==> config.mk <==
export PLATFORM = sky130hd
export DESIGN_NAME = ttc_control_top
export DESIGN_NICKNAME = d
export VERILOG_FILES = /design/src/hdl/ttc_pkg.sv /design/src/hdl/apb_ctrl_regs.sv /design/src/hdl/bx_counter.sv /design/src/hdl/fmm.sv /design/src/hdl/trigger_gate.sv /design/src/hdl/ttc_cmd_decoder.sv /design/src/hdl/ttc_control_top.sv
export SDC_FILE = /design/constraint.sdc
export NUM_CORES = 1
export LEC_CHECK = 0
export BUFFER_PORTS_ARGS = -buffer_cell sky130_fd_sc_hd__clkbuf_2
export CORE_MARGIN = 3
export CORE_UTILIZATION = 45
export DETAILED_ROUTE_END_ITERATION = 7
export PLACE_DENSITY = 0.66
export SETUP_SLACK_MARGIN = 0.4
export SYNTH_ARGS = -nofsm -noshare
export SYNTH_HDL_FRONTEND = slang
export SYNTH_SLANG_ARGS = --single-unit
==> constraint.sdc <==
create_clock -name clock -period 1.73 [get_ports clock]
set_input_delay 0.2595 -clock clock [delete_from_list [all_inputs] [get_ports clock]]
set_output_delay 0.2595 -clock clock [all_outputs]
set_load 0.02 [all_outputs]
==> src/hdl/ttc_pkg.sv <==
// Shared widths, TTC command codes, FMM states and APB register map
// Counter limits follow the LHC orbit of 3564 bunch crossings
package ttc_pkg;

  // --------------------
  // Widths
  // --------------------
  localparam int BXN_W       = 12;
  localparam int CMD_W       = 8;
  localparam int TRIG_CNT_W  = 16;
  localparam int APB_ADDR_W  = 8;
  localparam int APB_DATA_W  = 32;
  localparam int FMM_STATE_W = 3;

  typedef logic [BXN_W-1:0]      bxn_t;
  typedef logic [CMD_W-1:0]      ttc_cmd_t;
  // Trigger counters wrap silently
  typedef logic [TRIG_CNT_W-1:0] trig_count_t;
  typedef logic [APB_ADDR_W-1:0] apb_addr_t;
  typedef logic [APB_DATA_W-1:0] apb_data_t;

  // FMM state codes as read back in STATUS
  typedef enum logic [FMM_STATE_W-1:0] {
    fmm_startup  = 3'd0,
    fmm_resync   = 3'd1,
    fmm_stop     = 3'd2,
    fmm_wait_bx0 = 3'd3,
    fmm_run      = 3'd4
  } fmm_state_t;

  // --------------------
  // Orbit and commands
  // --------------------
  localparam bxn_t BX_MAX           = 12'd3563;
  // Typical L0 latency
  localparam bxn_t BXN_PRESET_RESET = 12'd160;

  localparam ttc_cmd_t CMD_BX0    = 8'h01;
  localparam ttc_cmd_t CMD_RESYNC = 8'h04;

  // --------------------
  // APB register map
  // --------------------
  localparam apb_addr_t ADDR_CTRL      = 8'h00;
  localparam apb_addr_t ADDR_PRESET    = 8'h04;
  localparam apb_addr_t ADDR_STATUS    = 8'h08;
  localparam apb_addr_t ADDR_BXN       = 8'h0C;
  localparam apb_addr_t ADDR_TRIG_ACC  = 8'h10;
  localparam apb_addr_t ADDR_TRIG_DROP = 8'h14;
  localparam apb_addr_t ADDR_LAST_BXN  = 8'h18;

endpackage

==> src/hdl/apb_ctrl_regs.sv <==
// Zero-wait APB slave, every access completes in its enable cycle
// Erroring writes leave all registers unchanged
`timescale 1ns/100ps

module apb_ctrl_regs (
  input  logic                 clock,
  input  logic                 reset,
  input  logic                 psel,
  input  logic                 penable,
  input  logic                 pwrite,
  input  ttc_pkg::apb_addr_t   paddr,
  input  ttc_pkg::apb_data_t   pwdata,
  output ttc_pkg::apb_data_t   prdata,
  output logic                 pslverr,
  input  logic                 sync_err,
  input  logic                 fmm_trig_stop,
  input  ttc_pkg::fmm_state_t  fmm_state,
  input  ttc_pkg::bxn_t        bxn,
  input  ttc_pkg::bxn_t        last_bxn,
  input  ttc_pkg::trig_count_t trig_acc,
  input  ttc_pkg::trig_count_t trig_drop,
  output logic                 ignore_startstop,
  output logic                 force_stop_trigger,
  output logic                 dont_wait,
  output logic                 clear_sync_err,
  output ttc_pkg::bxn_t        bxn_preset
);

  import ttc_pkg::*;

  logic access;
  logic addr_mapped;
  logic addr_writable;
  logic wr_en;

  // --------------------
  // Address decode
  // --------------------

  // Transfer cycle of the APB handshake
  assign access = psel && penable;

  always_comb begin
    case (paddr)
      ADDR_CTRL, ADDR_PRESET: begin
        addr_mapped   = 1'b1;
        addr_writable = 1'b1;
      end
      ADDR_STATUS, ADDR_BXN, ADDR_TRIG_ACC, ADDR_TRIG_DROP, ADDR_LAST_BXN: begin
        addr_mapped   = 1'b1;
        addr_writable = 1'b0;
      end
      default: begin
        addr_mapped   = 1'b0;
        addr_writable = 1'b0;
      end
    endcase
  end

  // Unmapped access, or write to a status register
  assign pslverr = access && (!addr_mapped || (pwrite && !addr_writable));
  assign wr_en   = access && pwrite && addr_writable;

  // --------------------
  // Writable registers
  // --------------------

  always_ff @(posedge clock) begin
    if (reset) begin
      ignore_startstop   <= 1'b0;
      force_stop_trigger <= 1'b0;
      dont_wait          <= 1'b0;
      bxn_preset         <= BXN_PRESET_RESET;
    end else if (wr_en) begin
      if (paddr == ADDR_CTRL) begin
        ignore_startstop   <= pwdata[0];
        force_stop_trigger <= pwdata[1];
        dont_wait          <= pwdata[2];
      end
      if (paddr == ADDR_PRESET) begin
        bxn_preset <= pwdata[BXN_W-1:0];
      end
    end
  end

  // Self-clearing bit 3, acts at the end of the write cycle
  assign clear_sync_err = wr_en && (paddr == ADDR_CTRL) && pwdata[3];

  // --------------------
  // Read mux
  // --------------------

  always_comb begin
    case (paddr)
      ADDR_CTRL:      prdata = {29'd0, dont_wait, force_stop_trigger, ignore_startstop};
      ADDR_PRESET:    prdata = apb_data_t'(bxn_preset);
      ADDR_STATUS:    prdata = {25'd0, fmm_state, 2'd0, fmm_trig_stop, sync_err};
      ADDR_BXN:       prdata = apb_data_t'(bxn);
      ADDR_TRIG_ACC:  prdata = apb_data_t'(trig_acc);
      ADDR_TRIG_DROP: prdata = apb_data_t'(trig_drop);
      ADDR_LAST_BXN:  prdata = apb_data_t'(last_bxn);
      default:        prdata = '0;
    endcase
  end

endmodule

==> src/hdl/bx_counter.sv <==
// Counts 0..BX_MAX every clock, loads the preset on resync
// Sync error is sticky until cleared through the register block
`timescale 1ns/100ps

module bx_counter (
  input  logic          clock,
  input  logic          reset,
  input  logic          bx0,
  input  logic          resync,
  input  logic          clear_sync_err,
  input  ttc_pkg::bxn_t bxn_preset,
  output ttc_pkg::bxn_t bxn,
  output logic          sync_err
);

  import ttc_pkg::*;

  bxn_t bxn_next;
  logic at_wrap;
  logic bx0_misaligned;

  // --------------------
  // Orbit counter
  // --------------------

  assign at_wrap = (bxn == BX_MAX);

  // Resync takes priority over counting
  always_comb begin
    if (resync) begin
      bxn_next = bxn_preset;
    end else if (at_wrap) begin
      bxn_next = '0;
    end else begin
      bxn_next = bxn + bxn_t'(1);
    end
  end

  always_ff @(posedge clock) begin
    if (reset) begin
      bxn <= '0;
    end else begin
      bxn <= bxn_next;
    end
  end

  // --------------------
  // Alignment check
  // --------------------

  // bx0 must land exactly on the preset count
  assign bx0_misaligned = bx0 && (bxn != bxn_preset);

  // Clear beats a new error in the same cycle
  always_ff @(posedge clock) begin
    if (reset) begin
      sync_err <= 1'b0;
    end else if (clear_sync_err) begin
      sync_err <= 1'b0;
    end else if (bx0_misaligned) begin
      sync_err <= 1'b1;
    end
  end

endmodule

==> src/hdl/fmm.sv <==
// Trigger stop follows the state with one extra register stage
// Startup always passes through stop before any trigger is allowed
`timescale 1ns/100ps

module fmm (
  input  logic                clock,
  input  logic                reset,
  input  logic                bx0,
  input  logic                resync,
  input  logic                ignore_startstop,
  input  logic                force_stop_trigger,
  input  logic                dont_wait,
  output logic                fmm_trig_stop,
  output ttc_pkg::fmm_state_t fmm_state
);

  import ttc_pkg::*;

  fmm_state_t state;
  fmm_state_t state_next;
  logic       stop_req;

  // Force stop only counts when start/stop is not ignored
  assign stop_req = force_stop_trigger && !ignore_startstop;

  // --------------------
  // Next state
  // --------------------

  always_comb begin
    state_next = state;
    if (resync) begin
      // Resync overrides every state
      state_next = fmm_resync;
    end else begin
      case (state)
        fmm_startup: begin
          state_next = fmm_stop;
        end
        fmm_resync: begin
          // bx0 right behind the resync goes straight to run
          if (bx0) begin
            state_next = fmm_run;
          end else begin
            state_next = fmm_wait_bx0;
          end
        end
        fmm_stop: begin
          if (!stop_req) begin
            state_next = fmm_wait_bx0;
          end
        end
        fmm_wait_bx0: begin
          if (bx0 || dont_wait) begin
            state_next = fmm_run;
          end else if (stop_req) begin
            state_next = fmm_stop;
          end
        end
        fmm_run: begin
          if (stop_req) begin
            state_next = fmm_stop;
          end
        end
        // Unused codes recover to stop
        default: begin
          state_next = fmm_stop;
        end
      endcase
    end
  end

  // --------------------
  // State and stop flag
  // --------------------

  always_ff @(posedge clock) begin
    if (reset) begin
      state         <= fmm_startup;
      fmm_trig_stop <= 1'b1;
    end else begin
      state         <= state_next;
      // Lags the state by one cycle
      fmm_trig_stop <= (state != fmm_run);
    end
  end

  assign fmm_state = state;

endmodule

==> src/hdl/trigger_gate.sv <==
// Triggers are single-cycle strobes, a vetoed one is dropped and only counted
// Counters wrap at 16 bits with no overflow flag
`timescale 1ns/100ps

module trigger_gate (
  input  logic                 clock,
  input  logic                 reset,
  input  logic                 trig_in,
  input  logic                 fmm_trig_stop,
  input  ttc_pkg::bxn_t        bxn,
  output logic                 trig_out,
  output ttc_pkg::trig_count_t trig_acc,
  output ttc_pkg::trig_count_t trig_drop,
  output ttc_pkg::bxn_t        last_bxn
);

  import ttc_pkg::*;

  logic accept;
  logic veto;

  // Decision uses the stop flag of the trigger cycle
  assign accept = trig_in && !fmm_trig_stop;
  assign veto   = trig_in && fmm_trig_stop;

  // --------------------
  // Pass stage and counters
  // --------------------

  always_ff @(posedge clock) begin
    if (reset) begin
      trig_out  <= 1'b0;
      trig_acc  <= '0;
      trig_drop <= '0;
      last_bxn  <= '0;
    end else begin
      trig_out <= accept;
      if (accept) begin
        trig_acc <= trig_acc + trig_count_t'(1);
        // Bunch crossing of the accepted trigger itself
        last_bxn <= bxn;
      end
      if (veto) begin
        trig_drop <= trig_drop + trig_count_t'(1);
      end
    end
  end

endmodule

==> src/hdl/ttc_cmd_decoder.sv <==
// Broadcast commands are taken as already deserialized, one per valid cycle
// Unknown codes are ignored without any error indication
`timescale 1ns/100ps

module ttc_cmd_decoder (
  input  logic              clock,
  input  logic              reset,
  input  ttc_pkg::ttc_cmd_t ttc_cmd,
  input  logic              ttc_cmd_valid,
  output logic              bx0,
  output logic              resync
);

  import ttc_pkg::*;

  logic is_bx0;
  logic is_resync;

  // --------------------
  // Command match
  // --------------------

  // Only a valid command counts
  assign is_bx0    = ttc_cmd_valid && (ttc_cmd == CMD_BX0);
  assign is_resync = ttc_cmd_valid && (ttc_cmd == CMD_RESYNC);

  // --------------------
  // Strobe registers
  // --------------------

  // One cycle per command, one cycle after it arrives
  always_ff @(posedge clock) begin
    if (reset) begin
      bx0    <= 1'b0;
      resync <= 1'b0;
    end else begin
      bx0    <= is_bx0;
      resync <= is_resync;
    end
  end

endmodule

==> src/hdl/ttc_control_top.sv <==
// Single clock domain, TTC commands arrive already deserialized
// No L1A buffering, triggers leave on trig_out the cycle after acceptance
`timescale 1ns/100ps

module ttc_control_top (
  input  logic               clock,
  input  logic               reset,
  input  logic               ttc_cmd_valid,
  input  logic               trig_in,
  input  logic               psel,
  input  logic               penable,
  input  logic               pwrite,
  input  ttc_pkg::ttc_cmd_t  ttc_cmd,
  input  ttc_pkg::apb_addr_t paddr,
  input  ttc_pkg::apb_data_t pwdata,
  output ttc_pkg::apb_data_t prdata,
  output logic               pslverr,
  output logic               trig_out,
  output logic               fmm_trig_stop
);

  import ttc_pkg::*;

  // TTC strobes
  logic        bx0;
  logic        resync;

  // Orbit counter
  bxn_t        bxn;
  logic        sync_err;

  // Control from the register block
  logic        ignore_startstop;
  logic        force_stop_trigger;
  logic        dont_wait;
  logic        clear_sync_err;
  bxn_t        bxn_preset;

  // Status back to the register block
  fmm_state_t  fmm_state;
  trig_count_t trig_acc;
  trig_count_t trig_drop;
  bxn_t        last_bxn;

  // --------------------
  // Blocks
  // --------------------

  ttc_cmd_decoder u_decoder (
    .clock         (clock),
    .reset         (reset),
    .ttc_cmd       (ttc_cmd),
    .ttc_cmd_valid (ttc_cmd_valid),
    .bx0           (bx0),
    .resync        (resync)
  );

  bx_counter u_bx_counter (
    .clock          (clock),
    .reset          (reset),
    .bx0            (bx0),
    .resync         (resync),
    .clear_sync_err (clear_sync_err),
    .bxn_preset     (bxn_preset),
    .bxn            (bxn),
    .sync_err       (sync_err)
  );

  fmm u_fmm (
    .clock              (clock),
    .reset              (reset),
    .bx0                (bx0),
    .resync             (resync),
    .ignore_startstop   (ignore_startstop),
    .force_stop_trigger (force_stop_trigger),
    .dont_wait          (dont_wait),
    .fmm_trig_stop      (fmm_trig_stop),
    .fmm_state          (fmm_state)
  );

  trigger_gate u_trigger_gate (
    .clock         (clock),
    .reset         (reset),
    .trig_in       (trig_in),
    .fmm_trig_stop (fmm_trig_stop),
    .bxn           (bxn),
    .trig_out      (trig_out),
    .trig_acc      (trig_acc),
    .trig_drop     (trig_drop),
    .last_bxn      (last_bxn)
  );

  apb_ctrl_regs u_regs (
    .clock              (clock),
    .reset              (reset),
    .psel               (psel),
    .penable            (penable),
    .pwrite             (pwrite),
    .paddr              (paddr),
    .pwdata             (pwdata),
    .prdata             (prdata),
    .pslverr            (pslverr),
    .sync_err           (sync_err),
    .fmm_trig_stop      (fmm_trig_stop),
    .fmm_state          (fmm_state),
    .bxn                (bxn),
    .last_bxn           (last_bxn),
    .trig_acc           (trig_acc),
    .trig_drop          (trig_drop),
    .ignore_startstop   (ignore_startstop),
    .force_stop_trigger (force_stop_trigger),
    .dont_wait          (dont_wait),
    .clear_sync_err     (clear_sync_err),
    .bxn_preset         (bxn_preset)
  );

endmodule

# Word-level counts from Yosys, hierarchy flattened
# Cells that the tools add are included.
[word_totals]
regBits = 79
in_bits = 55
out_inout_bits = 35
wordCells = 72
[classes]
n_addsub = 3
eq_ne = 17
mux = 11
n_reduce_logical = 26
[op_table]
columns = ["cell", "n"]
rows = [
  ["16-bit one-hot mux with 7 select lines", 1],
  ["16-bit by 1-bit adder with 16-bit output, second input constant", 2],
  ["8-bit by 5-bit == test with 1-bit output, second input constant", 3],
  ["12-bit two-way mux", 2],
  ["8-bit by 3-bit == test with 1-bit output, second input constant", 2],
  ["8-bit by 4-bit == test with 1-bit output, second input constant", 2],
  ["1-bit logical AND", 13],
  ["12-bit by 1-bit adder with 12-bit output, second input constant", 1],
  ["12-bit == test, second input constant", 1],
  ["3-bit two-way mux", 4],
  ["12-bit != test", 1],
  ["3-bit one-hot mux with 4 select lines", 1],
  ["8-bit by 1-bit == test with 1-bit output, second input constant", 1],
  ["8-bit zero test", 1],
  ["7-bit OR reduction", 1],
  ["3-bit by 2-bit == test with 1-bit output, second input constant", 2],
  ["3-bit != test, second input constant", 2],
  ["2-bit OR reduction", 3],
  ["1-bit zero test", 4],
  ["2-bit AND reduction", 2],
  ["3-bit by 1-bit == test with 1-bit output, second input constant", 1],
  ["3-bit == test, second input constant", 1],
  ["1-bit two-way mux", 3],
  ["1-bit logical OR", 2],
  ["2-bit != test, second input constant", 1],
]

# Logic depth before layout (Yosys ltp)
# Gate-level depths: netlist (run 1).
[logic_depth]
word_depth = 7
depth_mapped = 8
mapped_depth_nobuf = 6

# By module
# Synthesis (run 1) repeated with hierarchy kept, for this count alone.
[hier_totals]
cells_unflattened = 532
hier_area_um2 = 4426.7
[by_module_without_submodules]
columns = ["module", "n_inst", "cells_each", "area_each_um2", "seq_area_each_um2"]
rows = [
  ["trigger_gate", 1, 219, 1864.3, 900.9],
  ["apb_ctrl_regs", 1, 193, 1483.9, 300.3],
  ["bx_counter", 1, 96, 830.8, 260.2],
  ["fmm", 1, 17, 165.2, 80.1],
  ["ttc_cmd_decoder", 1, 7, 82.6, 40.0],
]

# Worst setup path after synthesis (run 1)
# Ideal clock, no wire load.
[synth_path]
path_type = "input -> output"
startpoint = "in paddr[5]"
endpoint = "out prdata[10]"
arrival_time_ns = 1.535
required_time_ns = 1.470
path_slack_ns = -0.065
path_stages = 5
n_path_buf = 0
cell_sequence = "or3_1 > nand2b_4 > nor3_1 > nand2_1 > nand2_1"
[synth_between]
elab_chain_len = 2
elab_cells_between_ends = 8
classes_between = "eq/ne: 6; mux: 1; reduce/logical: 1"
[synth_rtl]
columns = ["item", "line_no", "rtl"]
rows = [
  ["start, declared", "ttc_control_top.sv:14", "input ttc_pkg::apb_addr_t paddr,"],
  ["8-bit by 5-bit == test with 1-bit output (tied with other cells)", "apb_ctrl_regs.sv:94", "case (paddr)"],
  ["16-bit one-hot mux with 7 select lines *", "apb_ctrl_regs.sv:94", ""],
  ["end, declared", "ttc_control_top.sv:16", "output ttc_pkg::apb_data_t prdata,"],
]
# Mark *: on every way between the ends. The rest lies on a longest branch, timed or not.

# Worst setup path after layout (run 1)
[layout_path]
startpoint = "reg u_trigger_gate.trig_acc[6]"
endpoint = "out prdata[6]"
[layout_between]
elab_chain_len = 1
[layout_rtl]
columns = ["item", "line_no", "rtl"]
rows = [
  ["start, declared", "trigger_gate.sv:12", "output ttc_pkg::trig_count_t trig_acc,"],
  ["start signal, assigned", "trigger_gate.sv:39", "trig_acc <= trig_acc + trig_count_t'(1);"],
  ["16-bit one-hot mux with 7 select lines", "apb_ctrl_regs.sv:94", ""],
]
# Every way passes these cells.

==> results_dict.tcl, run 1 <==
set metrics [dict create \
    status "finished, violations left" \
    violations "setup timing" \
    antenna_found_initial 0 \
    grt_pass1_wl_um 19400 \
    total_power_mw 3.45 \
    clkPwrFrac_pct 36.0 \
    final-setup-viol-count 13 \
    viasPerCell 5.51 \
    hold_viol_final 0 \
    grt_max_degree 81 \
    start_util_pct 47.5 \
    antenna_cells 0 \
    routed_wl_um 12600 \
    rsz0062_at_grt "yes" \
    cts_sinks 79 \
    wl_per_cell_um 16.8 \
    cts_buffer_depth 2 \
    final-seq-area_um2 1630 \
    synth_top_family_by_area "simple AND/OR/NAND/NOR gates" \
    crit_chain "buf_6, a22oi_2, o21ai_1, a222oi_1, nor2_1, buf_4" \
    num_rows 34 \
    yosysSeqAreaShare_pct 37.3 \
    die_y_um 103 \
    power.internal_mw 2.54 \
    path_buf_inv 2 \
    io_pins 90 \
    crit_start "u_trigger_gate.trig_acc[6]" \
    min_path_type "in -> reg" \
    min_period_ns 1.93 \
    timing.hold.ws_ns 0.0673 \
    arrival_ns 1.67 \
    power_frac_comb_pct 10.2 \
    htree_levels 3 \
    track_usage_pct 23.6 \
    vias 4123 \
    finalWeightedCongestion 0.874 \
    cts_tree "done" \
    path_class "reg -> out" \
    synthMuxAreaShare_pct 7.20 \
    grt_pass1_vias 3920 \
    fin_nets 693 \
    ctsHoldBuffers 0 \
    leakagePower_nw 2.56 \
    required_ns 1.47 \
    synth_simple_gate_area_share_pct 25.4 \
    synthToLayoutAreaGrowth_pct 44.4 \
    max-cap-violations 0 \
    ys_warn_count 0 \
    critical_path.top_delay_family "compound AO/OA/AOI/OAI gates" \
    multi_input_area_um2 2950 \
    path_clk_slew_ns 0.08 \
    dr.pass1.iters 5 \
    sequentialPowerShare_pct 53.7 \
    synthAdderAreaFrac_pct 0.885 \
    final.setup_skew_ns 0.0133 \
    synth_edf_count 0 \
    p_per_area_nw_per_um2 564 \
    clk_latency_ns 0.36 \
    drt_iter0_markers 197 \
    peakVddDrop_v 0.000422 \
    portBuffers 53 \
    timing.final.crit_share_pct 112 \
    root_buffer "clkbuf_8" \
    startpoint_type "flip-flop" \
    synthCells 524 \
    n_fill_cell 675 \
    switching_power_uw 918 \
    async_flop_share_pct 0 \
    ys_types 50 \
    min_from "ttc_cmd[0]" \
    swShare_pct 26.6 \
    die_w_um 103 \
    synth_compound_gate_area_share_pct 12.3 \
    synth-xor-area-share_pct 9.50 \
    grt_overflow 0 \
    drive_above_1_share_pct 41.6 \
    cts_made_buffers 9 \
    finalMaxSlewViolations 0 \
    place_hpwl_um 8500 \
    crit_path_max_incr_delay_ns 0.33 \
    syn_avg_cell_area_um2 8.09 \
    synth_area_um2 4240 \
    die_area_um2 10600 \
    synth_flop_cell "dfxtp_1" \
    worst_slack_ns -0.204 \
    crit_path_top_delay_cell "dfxtp_2" \
    ant_nets 0 \
    worstReg2RegStart "u_fmm.fmm_trig_stop" \
    synth-seq-cells 79 \
    end_kind "primary output" \
    core-area_um2 8930 \
    cp_max_fo 2 \
    drcViolationCount 0 \
    max_freq_mhz 517 \
]
through the flow:
step	area, um2	TNS (ns)	std cells	utilization [%]	setup WS, ns
after floorplan	4610	0	539	-	0.0522
after global placement	5090	-0.882	701	57.0	-0.116
after detailed placement	5090	-1.55	701	57.0	-0.146
after CTS	5770	-0.861	735	64.6	-0.200
after global routing	6120	-1.98	748	68.6	-0.282
final	6120	-0.855	748	68.6	-0.204
worst paths after layout:
kind	slack, ns	endpoint	depth (start not counted)
min reg2reg	0.46	u_trigger_gate.last_bxn[9]	2
max	-0.20	prdata[6]	6
min	0.07	u_decoder.resync	2
max reg2reg	-0.04	u_trigger_gate.trig_acc[12]	6
routing by layer:
metal	track usage, %	share of wire (%)
met1	31.8	44
met2	37.6	49
met3	5.89	5.4
met4	6.87	1.4
met5	0	0
cells in the final DEF, fill, tap and decap left out, types with 5 or more instances in the layout:
cell type,n
conb_1,16
nand4_1,12
a21oi_1,22
o21ai_0,8
dfxtp_4,8
clkbuf_2,36
nand2_1,63
buf_8,9
xnor2_1,16
mux2i_1,26
and3_1,6
nor3_4,6
a22oi_1,6
dfxtp_2,16
nand2_2,7
buf_6,24
a22oi_2,11
dfxtp_1,55
nor2_4,7
nand3_1,15
clkbuf_8,17
buf_4,55
xor2_1,25
or3_1,5
o21ai_1,8
nor2_1,56
inv_1,7
sequential cells by signal (all words and copies together), names as in the netlist, 3 cells and up:
register / cells
u_bx_counter.bxn: 12
u_fmm.fmm_state: 3
u_regs.bxn_preset: 12
u_trigger_gate.last_bxn: 12
u_trigger_gate.trig_acc: 16
u_trigger_gate.trig_drop: 16
area by class of cell:
type / count / share of cell area (%)
Multi-Input combinational cell: 401 / 48.2
Sequential cell: 79 / 26.6
Timing Repair Buffer: 136 / 19.6
Clock buffer: 10 / 2.25
Tap cell: 108 / 2.21
Clock inverter: 6 / 0.592
Inverter: 8 / 0.490
synth_stat cells (all sizes together), types with 2 or more instances:
master / n / share of area [%]
and3: 8 / 1.2
xnor2: 19 / 3.9
inv: 8 / 0.71
nand2b: 5 / 0.91
a211oi: 2 / 0.35
nand4: 13 / 2.3
or3: 8 / 1.2
mux2i: 26 / 6.1
nor2: 67 / 5.9
and4: 2 / 0.41
buf: 23 / 4.1
o21ai: 16 / 1.9
o22ai: 5 / 0.74
a22o: 4 / 0.83
a22oi: 17 / 3.0
nor4: 5 / 0.74
mux2: 2 / 0.53
nor3: 9 / 1.1
nand3: 15 / 1.8
xor2: 27 / 5.6
nor3b: 5 / 0.89
nand2: 73 / 6.5
and2: 3 / 0.44
a221oi: 2 / 0.41
a31oi: 2 / 0.30
clkbuf: 28 / 2.5
a222oi: 3 / 0.71
ha: 3 / 0.89
a21oi: 26 / 3.1
dfxtp: 79 / 37
nor2b: 6 / 0.89
cell families after synthesis:
family                   after synthesis
other                                  1
XOR/XNOR                              46
adder cells (fa/ha/maj)                3
AND/OR/NAND/NOR                      225
AO/OA/AOI/OAI                         82
multiplexers                          29
buffers and inverters                 59
flip-flops                            79
power by group through the flow:
stage | combinational [mW] | clock [mW] | sequential, mW
CTS | 0.330 | 1.28 | 1.86
detailed placement | 0.301 | 0 | 1.90
global placement | 0.295 | 0 | 1.90
global route | 0.382 | 1.35 | 1.86
floorplan | 0.224 | 0 | 1.89
finish | 0.354 | 1.24 | 1.86
timing repair:
| item | 4_1_cts | 5_1_grt |
|---|---|---|
| gates cloned | 1 | 0 |
| setup endpoints to repair | 60 | 65 |
| pin swaps | 40 | 38 |
| setup buffers | 17 | 13 |
| gates resized for setup | 99 | 70 |
Note: power is estimated with default switching activity, not from simulation.
==> run 2, diff against run 1 <==
--- a/config.mk
+++ b/config.mk
@@ -5,10 +5,12 @@
 export SDC_FILE = /design/constraint.sdc
 export NUM_CORES = 1
 export LEC_CHECK = 0
+export ABC_AREA = 1
 export BUFFER_PORTS_ARGS = -buffer_cell sky130_fd_sc_hd__clkbuf_2
 export CORE_MARGIN = 3
 export CORE_UTILIZATION = 45
 export DETAILED_ROUTE_END_ITERATION = 7
+export MAX_ROUTING_LAYER = met4
 export PLACE_DENSITY = 0.66
 export SETUP_SLACK_MARGIN = 0.4
 export SYNTH_ARGS = -nofsm -noshare
==> run 2 against run 1 <==
Compared with the run above:
- the flow now finishes without violations
- core utilization down 3.4 points
- wire length increased by 6.1%
- worst hold slack improved by 0.0055 ns
==> results_dict.tcl, run 2 <==
set metrics [dict create \
    post-route-util_pct 65.1 \
    max-cap-violations 0 \
    htree_levels 3 \
    cp_max_fo 4 \
    cts_made_buffers 9 \
    crit_path_max_incr_delay_ns 0.19 \
    crit_start "paddr[1]" \
    placedCellCount 878 \
    viasPerCell 5.22 \
    path_common_cell "buf_6" \
    track_usage_pct 23.5 \
    synth_flop_cell "dfxtp_1" \
    grt_max_degree 53 \
    finalWeightedCongestion 0.916 \
    io_pins 90 \
    path_class "in -> out" \
    num_rows 35 \
    place_hpwl_um 9070 \
    startpoint_type "input pin" \
    worstReg2RegStart "u_trigger_gate.trig_drop[0]" \
    leakagePower_nw 2.52 \
    drt_iter0_markers 271 \
    syn_avg_cell_area_um2 6.45 \
    vias 4758 \
    ant_nets 0 \
    die_area_um2 11200 \
    synth_simple_gate_area_share_pct 33.0 \
    final.setup_skew_ns 0.0101 \
    core-area_um2 9460 \
    min_period_ns 1.69 \
    synthMuxAreaShare_pct 0 \
    cts_tree "done" \
    async_flop_share_pct 0 \
    layout_commonest_cell "nand2_1" \
    end_kind "primary output" \
    final-setup-viol-count 0 \
    routed_wl_um 13400 \
    synth_top_family_by_area "simple AND/OR/NAND/NOR gates" \
    max_freq_mhz 591 \
    ys_types 34 \
    fin_area_um2 6160 \
    clk_latency_ns 0.37 \
    largestRegisters "u_trigger_gate.trig_acc x16, u_trigger_gate.trig_drop x16" \
    dr.pass1.iters 5 \
    synth_edf_count 0 \
    crit_chain "buf_6, nor2_4, nand2_4, nor2_4, buf_6, nand2_4, o22ai_2, nor2_2, nand2_2, buf_6" \
    required_ns 1.47 \
    synthCells 697 \
    synthAdderAreaFrac_pct 0.834 \
    die_y_um 106 \
    yosysMostFrequentCell "nand2_1" \
    ys_warn_count 0 \
    finalMaxSlewViolations 0 \
    hold_viol_final 0 \
    drive_above_1_share_pct 34.3 \
    finalNonFillerCells 911 \
    drcViolationCount 0 \
    synth_area_leaders "dfxtp_1 35%, nand2_1 13%, inv_1 8.1%" \
    yosysTopAreaCell "dfxtp_1" \
    root_buffer "clkbuf_8" \
    rsz0062_at_grt "yes" \
    synthToLayoutAreaGrowth_pct 37.0 \
    wl_per_cell_um 14.7 \
    yosysSeqAreaShare_pct 35.2 \
    portBuffers 53 \
    crit_path_top_delay_cell "nor2_4" \
    die_w_um 106 \
    antenna_cells 0 \
    timing.hold.ws_ns 0.0728 \
    antenna_found_initial 0 \
    synth-seq-cells 79 \
    start_util_pct 47.6 \
    ys_top_cells_by_count "153 x nand2_1, 97 x inv_1, 91 x nor2_1" \
    path_clk_slew_ns 0.09 \
    synth_area_um2 4500 \
    synth_top_area_share_pct 35.2 \
    synth_compound_gate_area_share_pct 15.7 \
    status "finished, final reports clean" \
    cts_sinks 79 \
    synth-xor-area-share_pct 1.17 \
    grt_pass1_wl_um 20900 \
    fin_nets 835 \
    timing.final.crit_share_pct 97.8 \
    min_from "ttc_cmd[1]" \
    grt_overflow 0 \
    most-common-layout-cells "123 x nand2_1, 91 x inv_1, 75 x nor2_1" \
    p_per_area_nw_per_um2 626 \
    min_path_type "in -> reg" \
    grt_pass1_vias 4421 \
    arrival_ns 1.43 \
    cts_buffer_depth 2 \
    n_fill_cell 846 \
    peakVddDrop_v 0.000477 \
    placed_area_um2 5000 \
]
-- run 2: cell families (layout without fill, tap and decap cells) --
family,Yosys count,count (layout)
DFF,79,79
AOI/OAI and AO/OA,135,135
xor gates and xnor gates,6,6
adders and majority gates,3,3
and+or+nand+nor,331,331
buffers and inverters,142,212
other,1,16
-- run 2: through the flow --
stage / TNS, ns / setup slack, ns / power (mW)
floorplan: 0 / 0.330 / 2.07
global placement: -0.0117 / -0.00431 / 2.12
detailed placement: -0.131 / -0.0312 / 2.13
CTS: 0 / 0.0610 / 3.81
global route: -0.0407 / -0.0242 / 3.98
finish: 0 / 0.0376 / 3.86
-- run 2: worst max-delay path: cells and delay by family --
family / cells / cell delay, ns
AO/OA/AOI/OAI: 1 / 0.18
buffers and inverters: 3 / 0.35
AND/OR/NAND/NOR: 6 / 0.61
-- run 2: cell type report --
type	instances	area (um2)	area share [%]
Timing Repair inverter	1	7.51	0.122
Sequential cell	79	1610	26.2
Clock inverter	5	106	1.73
Clock buffer	11	131	2.13
Tap cell	129	161	2.62
Multi-Input combinational cell	491	3000	48.7
Timing Repair Buffer	87	712	11.6
Inverter	108	428	6.94
-- run 2: where the power goes --
part	total (mW)	internal, mW	switching, mW
clock	1.71	0.963	0.743
sequential	1.85	1.83	0.0223
combinational	0.298	0.109	0.189
total	3.86	2.90	0.955
-- run 2: worst paths after layout --
path,endpoint,slack [ns],cells after the start
worst max-delay path,prdata[1],0.04,10
worst min-delay path,u_decoder.bx0,0.07,2
worst max register to register,u_trigger_gate.trig_drop[14],0.31,8
worst min register to register,u_bx_counter.bxn[7],0.47,2
-- run 2: repair_timing --
| item | 4_1_cts | 5_1_grt |
|---|---|---|
| hold buffers | 0 | 0 |
| buffers inserted | 7 | 9 |
| gates cloned | 1 | 0 |
| resized for setup | 81 | 149 |
| pin swaps | 19 | 47 |
| setup endpoints to repair | 35 | 45 |
-- run 2: routing by layer --
metal  GRT usage [%]  part of all wire, %
met1            30.3                   44
met2            38.3                   49
met3            3.10                  5.3
met4            8.14                  2.1
met5               -                    0
